### src/source/delay_cfg_pkg.sv
`default_nettype none

package delay_cfg_pkg;

    // signed audio word
    localparam int SAMPLE_W = 24;

    // selectable delay codes for the near tap
    localparam int DELTA_START = 147;
    localparam int DELTA_LAST = 169;

    // far tap sits this many samples behind the near tap
    localparam int TAP_GAP = 30;

    // deep enough for the far tap at the largest delay code
    localparam int BUFFER_LENGTH = TAP_GAP + DELTA_LAST - DELTA_START + 1;

    // ring pointer width, also used for the fill counter
    localparam int PTR_W = $clog2(BUFFER_LENGTH);

endpackage

`default_nettype wire

### src/source/delay_types_pkg.sv
`default_nettype none

package delay_types_pkg;

    // one sample leaving the capture stage
    typedef struct packed {
        logic valid;
        // enough history is stored for both taps
        logic primed;
        logic signed [delay_cfg_pkg::SAMPLE_W-1:0] data;
    } cap_beat_t;

    // both delayed taps of one sample
    typedef struct packed {
        logic valid;
        logic signed [delay_cfg_pkg::SAMPLE_W-1:0] near;
        logic signed [delay_cfg_pkg::SAMPLE_W-1:0] far;
    } tap_pair_t;

endpackage

`default_nettype wire

### src/source/sample_capture.sv
`timescale 1ns/10ps
`default_nettype none

module sample_capture (
    input  logic                                   i_LRCK,
    input  logic                                   i_rst,
    input  logic                                   i_start,
    input  logic                                   i_sample_valid,
    input  logic signed [delay_cfg_pkg::SAMPLE_W-1:0] i_sample,
    output delay_types_pkg::cap_beat_t             o_beat
);

    logic                             running_r;
    logic [delay_cfg_pkg::PTR_W-1:0]  count_r;
    logic                             accept;
    logic                             full;
    delay_types_pkg::cap_beat_t       beat_r;

    // start takes effect one cycle later, a strobe in the same cycle is dropped
    assign accept = running_r && i_sample_valid;

    // history covers the far tap from this sample on
    assign full = (count_r ==
                   delay_cfg_pkg::PTR_W'(delay_cfg_pkg::BUFFER_LENGTH - 1));

    // idle until the first start, then stays running until reset
    always_ff @(posedge i_LRCK or posedge i_rst) begin
        if (i_rst) begin
            running_r <= 1'b0;
        end else if (i_start) begin
            running_r <= 1'b1;
        end
    end

    // fill counter saturates once the ring is primed
    always_ff @(posedge i_LRCK or posedge i_rst) begin
        if (i_rst) begin
            count_r <= '0;
        end else if (accept && !full) begin
            count_r <= count_r + 1'b1;
        end
    end

    always_ff @(posedge i_LRCK or posedge i_rst) begin
        if (i_rst) begin
            beat_r <= '0;
        end else begin
            beat_r.valid <= accept;
            if (accept) begin
                beat_r.data   <= i_sample;
                beat_r.primed <= full;
            end
        end
    end

    assign o_beat = beat_r;

endmodule

`default_nettype wire

### src/source/sample_ring.sv
`timescale 1ns/10ps
`default_nettype none

module sample_ring (
    input  logic                       i_LRCK,
    input  logic                       i_rst,
    input  logic [7:0]                 i_delta,
    input  delay_types_pkg::cap_beat_t i_beat,
    output delay_types_pkg::tap_pair_t o_taps
);

    logic signed [delay_cfg_pkg::SAMPLE_W-1:0] mem_r [delay_cfg_pkg::BUFFER_LENGTH];
    logic [delay_cfg_pkg::PTR_W-1:0]           wr_ptr_r;
    logic [delay_cfg_pkg::PTR_W-1:0]           wr_ptr_next;
    logic [delay_cfg_pkg::PTR_W-1:0]           near_off;
    logic [delay_cfg_pkg::PTR_W-1:0]           far_off;
    logic [delay_cfg_pkg::PTR_W-1:0]           near_addr;
    logic [delay_cfg_pkg::PTR_W-1:0]           far_addr;
    logic signed [delay_cfg_pkg::SAMPLE_W-1:0] near_val;
    delay_types_pkg::tap_pair_t                taps_r;

    // address that lies off samples behind ptr, modulo the ring depth
    function automatic logic [delay_cfg_pkg::PTR_W-1:0] ring_back(
        input logic [delay_cfg_pkg::PTR_W-1:0] ptr,
        input logic [delay_cfg_pkg::PTR_W-1:0] off
    );
        logic [delay_cfg_pkg::PTR_W:0] wrapped;
        wrapped = {1'b0, ptr} + (delay_cfg_pkg::PTR_W + 1)'(delay_cfg_pkg::BUFFER_LENGTH)
                  - {1'b0, off};
        if (wrapped >= (delay_cfg_pkg::PTR_W + 1)'(delay_cfg_pkg::BUFFER_LENGTH)) begin
            wrapped = wrapped - (delay_cfg_pkg::PTR_W + 1)'(delay_cfg_pkg::BUFFER_LENGTH);
        end
        return wrapped[delay_cfg_pkg::PTR_W-1:0];
    endfunction

    // clamp the delay code, then make it zero based
    always_comb begin
        if (i_delta < 8'(delay_cfg_pkg::DELTA_START)) begin
            near_off = '0;
        end else if (i_delta > 8'(delay_cfg_pkg::DELTA_LAST)) begin
            near_off = delay_cfg_pkg::PTR_W'(delay_cfg_pkg::DELTA_LAST
                                             - delay_cfg_pkg::DELTA_START);
        end else begin
            near_off = delay_cfg_pkg::PTR_W'(i_delta - 8'(delay_cfg_pkg::DELTA_START));
        end
    end

    assign far_off   = near_off + delay_cfg_pkg::PTR_W'(delay_cfg_pkg::TAP_GAP);
    assign near_addr = ring_back(wr_ptr_r, near_off);
    assign far_addr  = ring_back(wr_ptr_r, far_off);

    // zero delay means the sample being written this cycle
    assign near_val = (near_off == '0) ? i_beat.data : mem_r[near_addr];

    assign wr_ptr_next =
        (wr_ptr_r == delay_cfg_pkg::PTR_W'(delay_cfg_pkg::BUFFER_LENGTH - 1)) ?
        '0 : wr_ptr_r + 1'b1;

    always_ff @(posedge i_LRCK or posedge i_rst) begin
        if (i_rst) begin
            wr_ptr_r <= '0;
            for (int i = 0; i < delay_cfg_pkg::BUFFER_LENGTH; i++) begin
                mem_r[i] <= '0;
            end
        end else if (i_beat.valid) begin
            mem_r[wr_ptr_r] <= i_beat.data;
            wr_ptr_r        <= wr_ptr_next;
        end
    end

    // taps only leave once both refer to real samples
    always_ff @(posedge i_LRCK or posedge i_rst) begin
        if (i_rst) begin
            taps_r <= '0;
        end else begin
            taps_r.valid <= i_beat.valid && i_beat.primed;
            if (i_beat.valid) begin
                taps_r.near <= near_val;
                taps_r.far  <= mem_r[far_addr];
            end
        end
    end

    assign o_taps = taps_r;

endmodule

`default_nettype wire

### src/source/tap_combiner.sv
`timescale 1ns/10ps
`default_nettype none

module tap_combiner (
    input  logic                                     i_LRCK,
    input  logic                                     i_rst,
    input  delay_types_pkg::tap_pair_t               i_taps,
    output logic                                     o_valid,
    output logic signed [delay_cfg_pkg::SAMPLE_W-1:0] o_near,
    output logic signed [delay_cfg_pkg::SAMPLE_W-1:0] o_far,
    output logic signed [delay_cfg_pkg::SAMPLE_W-1:0] o_sum,
    output logic signed [delay_cfg_pkg::SAMPLE_W-1:0] o_diff
);

    logic signed [delay_cfg_pkg::SAMPLE_W:0]   near_ext;
    logic signed [delay_cfg_pkg::SAMPLE_W:0]   far_ext;
    logic signed [delay_cfg_pkg::SAMPLE_W:0]   sum_wide;
    logic signed [delay_cfg_pkg::SAMPLE_W:0]   diff_wide;
    logic signed [delay_cfg_pkg::SAMPLE_W-1:0] sum_sat;
    logic signed [delay_cfg_pkg::SAMPLE_W-1:0] diff_sat;

    // clip a one-bit-wide result back to the sample range
    function automatic logic signed [delay_cfg_pkg::SAMPLE_W-1:0] saturate(
        input logic signed [delay_cfg_pkg::SAMPLE_W:0] x
    );
        logic signed [delay_cfg_pkg::SAMPLE_W-1:0] y;
        if (x[delay_cfg_pkg::SAMPLE_W] == x[delay_cfg_pkg::SAMPLE_W-1]) begin
            y = x[delay_cfg_pkg::SAMPLE_W-1:0];
        end else if (x[delay_cfg_pkg::SAMPLE_W]) begin
            // negative overflow
            y = {1'b1, {(delay_cfg_pkg::SAMPLE_W - 1){1'b0}}};
        end else begin
            y = {1'b0, {(delay_cfg_pkg::SAMPLE_W - 1){1'b1}}};
        end
        return y;
    endfunction

    assign near_ext = {i_taps.near[delay_cfg_pkg::SAMPLE_W-1], i_taps.near};
    assign far_ext  = {i_taps.far[delay_cfg_pkg::SAMPLE_W-1], i_taps.far};

    assign sum_wide  = near_ext + far_ext;
    assign diff_wide = near_ext - far_ext;

    assign sum_sat  = saturate(sum_wide);
    assign diff_sat = saturate(diff_wide);

    // outputs hold between strobes
    always_ff @(posedge i_LRCK or posedge i_rst) begin
        if (i_rst) begin
            o_valid <= 1'b0;
            o_near  <= '0;
            o_far   <= '0;
            o_sum   <= '0;
            o_diff  <= '0;
        end else begin
            o_valid <= i_taps.valid;
            if (i_taps.valid) begin
                o_near <= i_taps.near;
                o_far  <= i_taps.far;
                o_sum  <= sum_sat;
                o_diff <= diff_sat;
            end
        end
    end

endmodule

`default_nettype wire

### src/source/delay_line_top.sv
`timescale 1ns/10ps
`default_nettype none

module delay_line_top (
    input  logic                                     i_LRCK,
    input  logic                                     i_rst,
    input  logic                                     i_start,
    input  logic                                     i_sample_valid,
    input  logic signed [delay_cfg_pkg::SAMPLE_W-1:0] i_sample,
    input  logic [7:0]                               i_delta,
    output logic                                     o_valid,
    output logic signed [delay_cfg_pkg::SAMPLE_W-1:0] o_near,
    output logic signed [delay_cfg_pkg::SAMPLE_W-1:0] o_far,
    output logic signed [delay_cfg_pkg::SAMPLE_W-1:0] o_sum,
    output logic signed [delay_cfg_pkg::SAMPLE_W-1:0] o_diff
);

    delay_types_pkg::cap_beat_t beat;
    delay_types_pkg::tap_pair_t taps;

    // one register stage each, three cycles strobe to o_valid
    sample_capture u_capture (
        .i_LRCK         (i_LRCK),
        .i_rst          (i_rst),
        .i_start        (i_start),
        .i_sample_valid (i_sample_valid),
        .i_sample       (i_sample),
        .o_beat         (beat)
    );

    sample_ring u_ring (
        .i_LRCK  (i_LRCK),
        .i_rst   (i_rst),
        .i_delta (i_delta),
        .i_beat  (beat),
        .o_taps  (taps)
    );

    tap_combiner u_combiner (
        .i_LRCK  (i_LRCK),
        .i_rst   (i_rst),
        .i_taps  (taps),
        .o_valid (o_valid),
        .o_near  (o_near),
        .o_far   (o_far),
        .o_sum   (o_sum),
        .o_diff  (o_diff)
    );

endmodule

`default_nettype wire

### config.mk
export PLATFORM = sky130hd
export DESIGN_NAME = delay_line_top
export DESIGN_NICKNAME = d
export VERILOG_FILES = /design/src/source/delay_cfg_pkg.sv /design/src/source/delay_types_pkg.sv /design/src/source/sample_capture.sv /design/src/source/sample_ring.sv /design/src/source/tap_combiner.sv /design/src/source/delay_line_top.sv
export SDC_FILE = /design/constraint.sdc
export NUM_CORES = 2
export LEC_CHECK = 0
export CORE_MARGIN = 2
export CORE_UTILIZATION = 45
export CTS_CLUSTER_SIZE = 24
export DETAILED_ROUTE_END_ITERATION = 12
export DONT_BUFFER_PORTS = 1
export GPL_ROUTABILITY_DRIVEN = 1
export GPL_TIMING_DRIVEN = 1
export PLACE_DENSITY = 0.64
export SETUP_SLACK_MARGIN = 0.05
export SYNTH_ARGS = -nofsm -noshare
export SYNTH_HDL_FRONTEND = slang
export SYNTH_HIERARCHICAL = 1
export SYNTH_SLANG_ARGS = --single-unit
### constraint.sdc
create_clock -name i_LRCK -period 59.4 [get_ports i_LRCK]
set_input_delay 8.91 -clock i_LRCK [delete_from_list [all_inputs] [get_ports i_LRCK]]
set_output_delay 8.91 -clock i_LRCK [all_outputs]
set_load 0.03 [all_outputs]
Word-level counts from Yosys, hierarchy flattened
Cells that the tools add are included.
- logic and storage cells: 118
- input bits: 36
- output and inout bits: 97
- bits in registers: 1457
- equal/unequal tests: 4
- bitwise gates (word level): 3
- magnitude comparators: 8
- multiplexer cells: 19
- reduce and logical (&&, ||, !) cells: 6
- add/subtract/negate cells: 11
- operators with widths (cell ; number):
    $bwmux W1272 ; 1
    $bmux W24 S6 ; 2
    $mux W24 ; 10
    $demux W24 S6 ; 1
    $mux W6 ; 5
    $add A24 B24 Y25 ; 1
    $sub A24 B24 Y25 ; 1
    $ge A7 B7 Y1 const B ; 3
    $not A6 Y7 ; 3
    $ge A7 B6 Y1 const B ; 2
    $sub A7 B6 Y7 ; 2
    $add A6 B1 Y6 const B ; 2
    $eq A6 B6 Y1 const B ; 2
    $sub A6 B6 Y6 const B ; 2
    $gt A8 B8 Y1 const B ; 1
    $lt A8 B8 Y1 const B ; 1
    $add A6 B6 Y7 const B ; 1
    $lt A7 B1 Y1 const B ; 1
    $add A6 B5 Y6 const B ; 1
    $logic_not A6 Y1 ; 1
    $sub A6 B5 Y6 const B ; 1
    $logic_and A1 B1 Y1 ; 4
    $eq A1 B1 Y1 ; 2
    $logic_not A1 Y1 ; 1

Logic depth before layout (Yosys ltp)
- word-level depth: 11
- mapped depth: 29
- depth with buffers taken out: 23

Hierarchy
The synthesis kept the hierarchy.
- modules (own cells, without submodules) (module ; seq. area each (sq um) ; cells an instance ; times used ; area an instance (sq um)):
    sample_ring ; 33206.8 ; 7072 ; 1 ; 75105.8
    tap_combiner ; 2427.3 ; 689 ; 1 ; 6580.1
    sample_capture ; 825.8 ; 136 ; 1 ; 1333.8

Worst setup path after synthesis
No wires, ideal clock.
- path kind: input port to flip-flop
- start point: input port i_delta[0]
- end point: register u_ring.taps_r (netlist bit u_ring/o_taps[10])
- stages on the path: 22
- setup time: 150 ps
- buffers on the path: 4
- slack: 45074 ps
- data arrival time: 14176 ps
- required time: 59250 ps
- cell sequence: ha_1 -> o31a_1 -> o31a_1 -> nand2_1 -> nor2_1 -> ha_1 -> buf_1 -> inv_1 -> clkbuf_1 -> clkbuf_1 -> ha_1 -> and3b_1 -> o22ai_1 -> a211oi_1 -> a21oi_2 -> o211ai_2 -> buf_4 -> mux4_2 -> nor2_1 -> nor3_1 -> a2111oi_0 -> a41oi_1
- longest elaborated chain between the ends: 11
- elaborated cells between the ends (all ways): 14
- those cells by class: add/sub (4); order compare (3); mux (6); bitwise (1)
- RTL lines (element ; line ; text):
    start: declaration ; delay_line_top.sv:10 ; input logic [7:0] i_delta,
    $gt A8 B8 Y1 or $sub A6 B5 Y6 (tied branches) ; sample_ring.sv:40, sample_ring.sv:44 ;
    $mux W6 ; sample_ring.sv:40 ; end else if (i_delta > 8'(delay_cfg_pkg::DELTA_LAST)) begin
    $mux W6 (*) ; sample_ring.sv:38 ; if (i_delta < 8'(delay_cfg_pkg::DELTA_START)) begin
    $add A6 B5 Y6 (*) ; sample_ring.sv:48 ; assign far_off = near_off + delay_cfg_pkg::PTR_W'(delay_cfg_pkg::TAP_GAP);
    $sub A7 B6 Y7 (*) ; sample_ring.sv:29 ; - {1'b0, off};
    $sub A6 B6 Y6 or $ge A7 B6 Y1 (tied branches) ; sample_ring.sv:31, sample_ring.sv:30 ;
    $mux W6 (*) ; sample_ring.sv:30 ; if (wrapped >= (delay_cfg_pkg::PTR_W + 1)'(delay_cfg_pkg::BUFFER_LENGTH)) begin
    $not A6 Y7 (implied by the code) (*) ; sample_ring.sv:79 ; taps_r.far <= mem_r[far_addr];
    $bmux W24 S6 (*) ; sample_ring.sv:79 ;
    $mux W24 (implied by the code) (*) (2 in series) ; sample_ring.sv:79 ;
    end: declaration ; sample_ring.sv:20 ; delay_types_pkg::tap_pair_t taps_r;
Mark *: on every way between the ends. The rest lies on a longest branch, timed or not. The select of a mux whose other input is x is not followed.
A chain may end at the register's enable or synchronous reset.

Worst setup path after layout
- start point: input port i_delta[1]
- end point: register u_ring.taps_r (netlist bit u_ring/o_taps[24])
- longest elaborated chain between the ends: 11
- elaborated cells between the ends (all ways): 15
- those cells by class: add/sub (3); order compare (3); mux (7); bitwise (1); reduce/logical (1)
- RTL lines (element ; line ; text):
    $gt A8 B8 Y1 or $sub A6 B5 Y6 (tied branches) ; sample_ring.sv:40, sample_ring.sv:44 ;
    $mux W6 ; sample_ring.sv:40 ;
    $mux W6 (*) ; sample_ring.sv:38 ;
    $sub A7 B6 Y7 ; sample_ring.sv:29 ;
    $sub A6 B6 Y6 or $ge A7 B6 Y1 (tied branches) ; sample_ring.sv:31, sample_ring.sv:30 ;
    $mux W6 ; sample_ring.sv:30 ;
    $not A6 Y7 (implied by the code) ; sample_ring.sv:53 ; assign near_val = (near_off == '0) ? i_beat.data : mem_r[near_addr];
    $bmux W24 S6 ; sample_ring.sv:53 ;
    $mux W24 (implied by the code) (2 in series) ; sample_ring.sv:53 ;
    $mux W24 (*) ; sample_ring.sv:53 ;
Marks and branches as above.

==> metrics.txt <==
outcome completed; drt pass-1 iters 9; type of the tightest min-delay check reg -> reg; Max Root-Sink Buffers 3; Initial Util 0.453; Syn Inst Count 7897; core area 183000 um2; num ports 133; CTS tree built; simple-gate share of the synthesized area 0.111; syn_nets 8008; Die ar. 188000 um2; clk root buf clkbuf_16; Compound-Gate Fraction of Synth Area 0.151; die height 434 um; final core utilization 0.499; port bufs 0; clk sinks 1457; worst-margin pin slew 1440 ps; Hold Vio Cnt, Final 0; Final setup viols 0; Slew HR 0.0285; required time of the worst setup path 60030 ps; first-pass GRT wire length 510000 um; Final ANT Viol Nets 0; Setup CP Type in -> reg; area leader, netlist dfrtp_1; Hold Crit Start u_capture/o_beat[24]$_DFFE_PP0P_; Total GRT Usage 0.372; routed vias 73200; Placed Area 85600 um2; width of the die 434 um; post-synthesis cell type count 113; dpl hpwl 220000 um; Max-Cap Viols 0; # rows 157; layout cells sized above 1 0.288; FF-to-FF Start u_ring/wr_ptr_r[0]$_DFFE_PP0P_; crit path launch type input port; top cells by count, synth dfrtp_1 (1457), mux2_2 (1389), nand2_1 (762); Resized cells post-CTS 0; crit path max fanout 35; Final min period 17170 ps; CTS H-tree lvls 4; fmax 58.2 MHz; # hold bufs at CTS 0; critical path arrival 17810 ps; Layout Skew 34.6 ps; largest family of logic cells by synthesized area multiplexers; via count of the first global-routing pass 70400; synthesized cell area 83000 um2; layout overhead on the synthesized area 10.2%; clock latency on the worst-skew pair 840 ps; clk slew on worst S/H paths 60 ps; final worst path period share 0.289; EDFF count, synth 0; crit end category flop; synth top area cells dfrtp_1 (44%), mux2_2 (19%), nand2_1 (3.4%); DRC 0; Slew Viols, Final 0; CTS buffer count 162; post-CTS setup buffer count 0; Synth warnings 6; RSZ-0062 raised after global routing no; Vias/cell 7.21; total wire length 357000 um; sequential share of the synthesized area 0.439; final instance area 91500 um2; worst hold endpoint u_capture/o_beat[24]$_DFFE_PP0P_; setup_tns 0 ps; R2R depth 16; gpl congestion 0.980; xor/xnor share of the synthesized area 0.00751; post-synthesis adder-cell area fraction 0.0117; DRT iter0 DRCs 11100; total gr overflow 0; top-area cell type share of the netlist area 0.439; mux cell area share after synthesis 0.236; Main synth FF type dfrtp_1; post-layout net count 7658; setup slack, reg-to-reg 50600 ps; FF-to-FF End u_ring/o_taps[24]$_DFFE_PP0P_; Mean Syn Cell Area 10.5 um2; largest net degree at the start of global routing 149; register bit total from synthesis 1457; fraction of registers with async set or reset after synthesis 1.00; WL/cell 35.2 um; initial antenna violation count 34; top-count cell post-synth dfrtp_1; Worst Hold Depth 2
## sequential cells by signal, indices dropped and copies added (netlist names)
| register | count |
|---|---|
| u_ring/mem_r | 1272 |
| u_ring/o_taps | 49 |
| u_capture/o_beat | 26 |
| u_combiner/o_diff | 24 |
| u_combiner/o_far | 24 |
| u_combiner/o_near | 24 |
| u_combiner/o_sum | 24 |
| u_capture/count_r | 6 |
| u_ring/wr_ptr_r | 6 |
| u_capture/running_r | 1 |
| u_combiner/o_valid | 1 |
## placed cells by master, fill, tap and decap left out, types with 54 or more instances in the layout
master        n
a31oi_1      75
ha_1         70
o32ai_1      54
o221ai_1     57
a221oi_1    169
nand3_1     327
a21oi_1     373
dfrtp_1    1434
nor2_1      219
mux4_2       78
mux2i_1     209
o31ai_1      57
o22ai_1     315
nor4_1       62
mux2_2     1388
o21ai_0     130
nand2_1     754
a211oi_1     65
buf_4       254
nor3_1      210
o211ai_1     68
inv_1        92
clkbuf_16   168
nand4_1     100
## layer usage
layer  track usage  wire, um  vias up  part of all wire
met4         0.265     31600       50             0.089
met2         0.533    147000     5860              0.41
li1              -         -    29100                 -
met1         0.450    125000    36400              0.35
met3         0.155     53300     1790              0.15
met5       0.00130       507        -            0.0014
## per-stage QoR
| stage | worst slack, ps | hold slack, ps | instances |
|---|---|---|---|
| 2_1_floorplan | 13080 | 381 | 7897 |
| 3_3_place_gp | 42140 | 461 | 9847 |
| 3_5_place_dp | 42100 | 458 | 9847 |
| 4_1_cts | 42910 | 480 | 10100 |
| 5_1_grt | 42160 | 511 | 10100 |
| 6_report | 42230 | 473 | 10200 |
## critical path, cell delays in order
cell and delay (ps):
inv_1 60, ha_1 160, a31oi_1 90, o21a_1 180, o21a_1 160, o21ai_0 350, nand2_1 170, nor2_1 240
ha_4 210, inv_1 90, fa_1 540, buf_4 410, inv_1 490, ha_1 1060, inv_1 130, nor3_1 420
a31oi_4 120, buf_4 300, nand2_4 650, nand2_1 750, o221ai_1 590, o21ai_0 170, a2111oi_1 1210, o32ai_1 240
## kinds of logic (layout without fill, tap and decap cells)
group,after synthesis,in the layout
AOI/OAI and AO/OA,1775,1775
DFF,1457,1457
and+or+nand+nor,1961,1961
other,0,10
xor gates and xnor gates,66,66
adders and majority gates,75,75
buffers and inverters,878,662
muxes,1685,1685
## worst max path at each step
stage	startpoint	end	cells after the start
floorplan	i_rst	u_ring/mem_r[0]$_DFFE_PP0P_	1
global placement	i_delta[1]	u_ring/o_taps[38]$_DFFE_PP0P_	26
detailed placement	i_delta[1]	u_ring/o_taps[24]$_DFFE_PP0P_	24
CTS	i_delta[1]	u_ring/o_taps[24]$_DFFE_PP0P_	24
global route	i_delta[1]	u_ring/o_taps[38]$_DFFE_PP0P_	26
finish	i_delta[1]	u_ring/o_taps[24]$_DFFE_PP0P_	24
## cell type report
type	instances	area, um2
diodes	10	25.0
clock buffers	230	4870
clock inverters	68	1030
fillers	16200	91800
inverters	103	398
multi-input cells	5562	43500
flip-flops and latches	1457	36500
well taps	2464	3080
repair buffers	261	2050
Power is left out: the tool's default activity adds up to more than one toggle a clock period on the data nets, which glitch-free logic cannot reach.
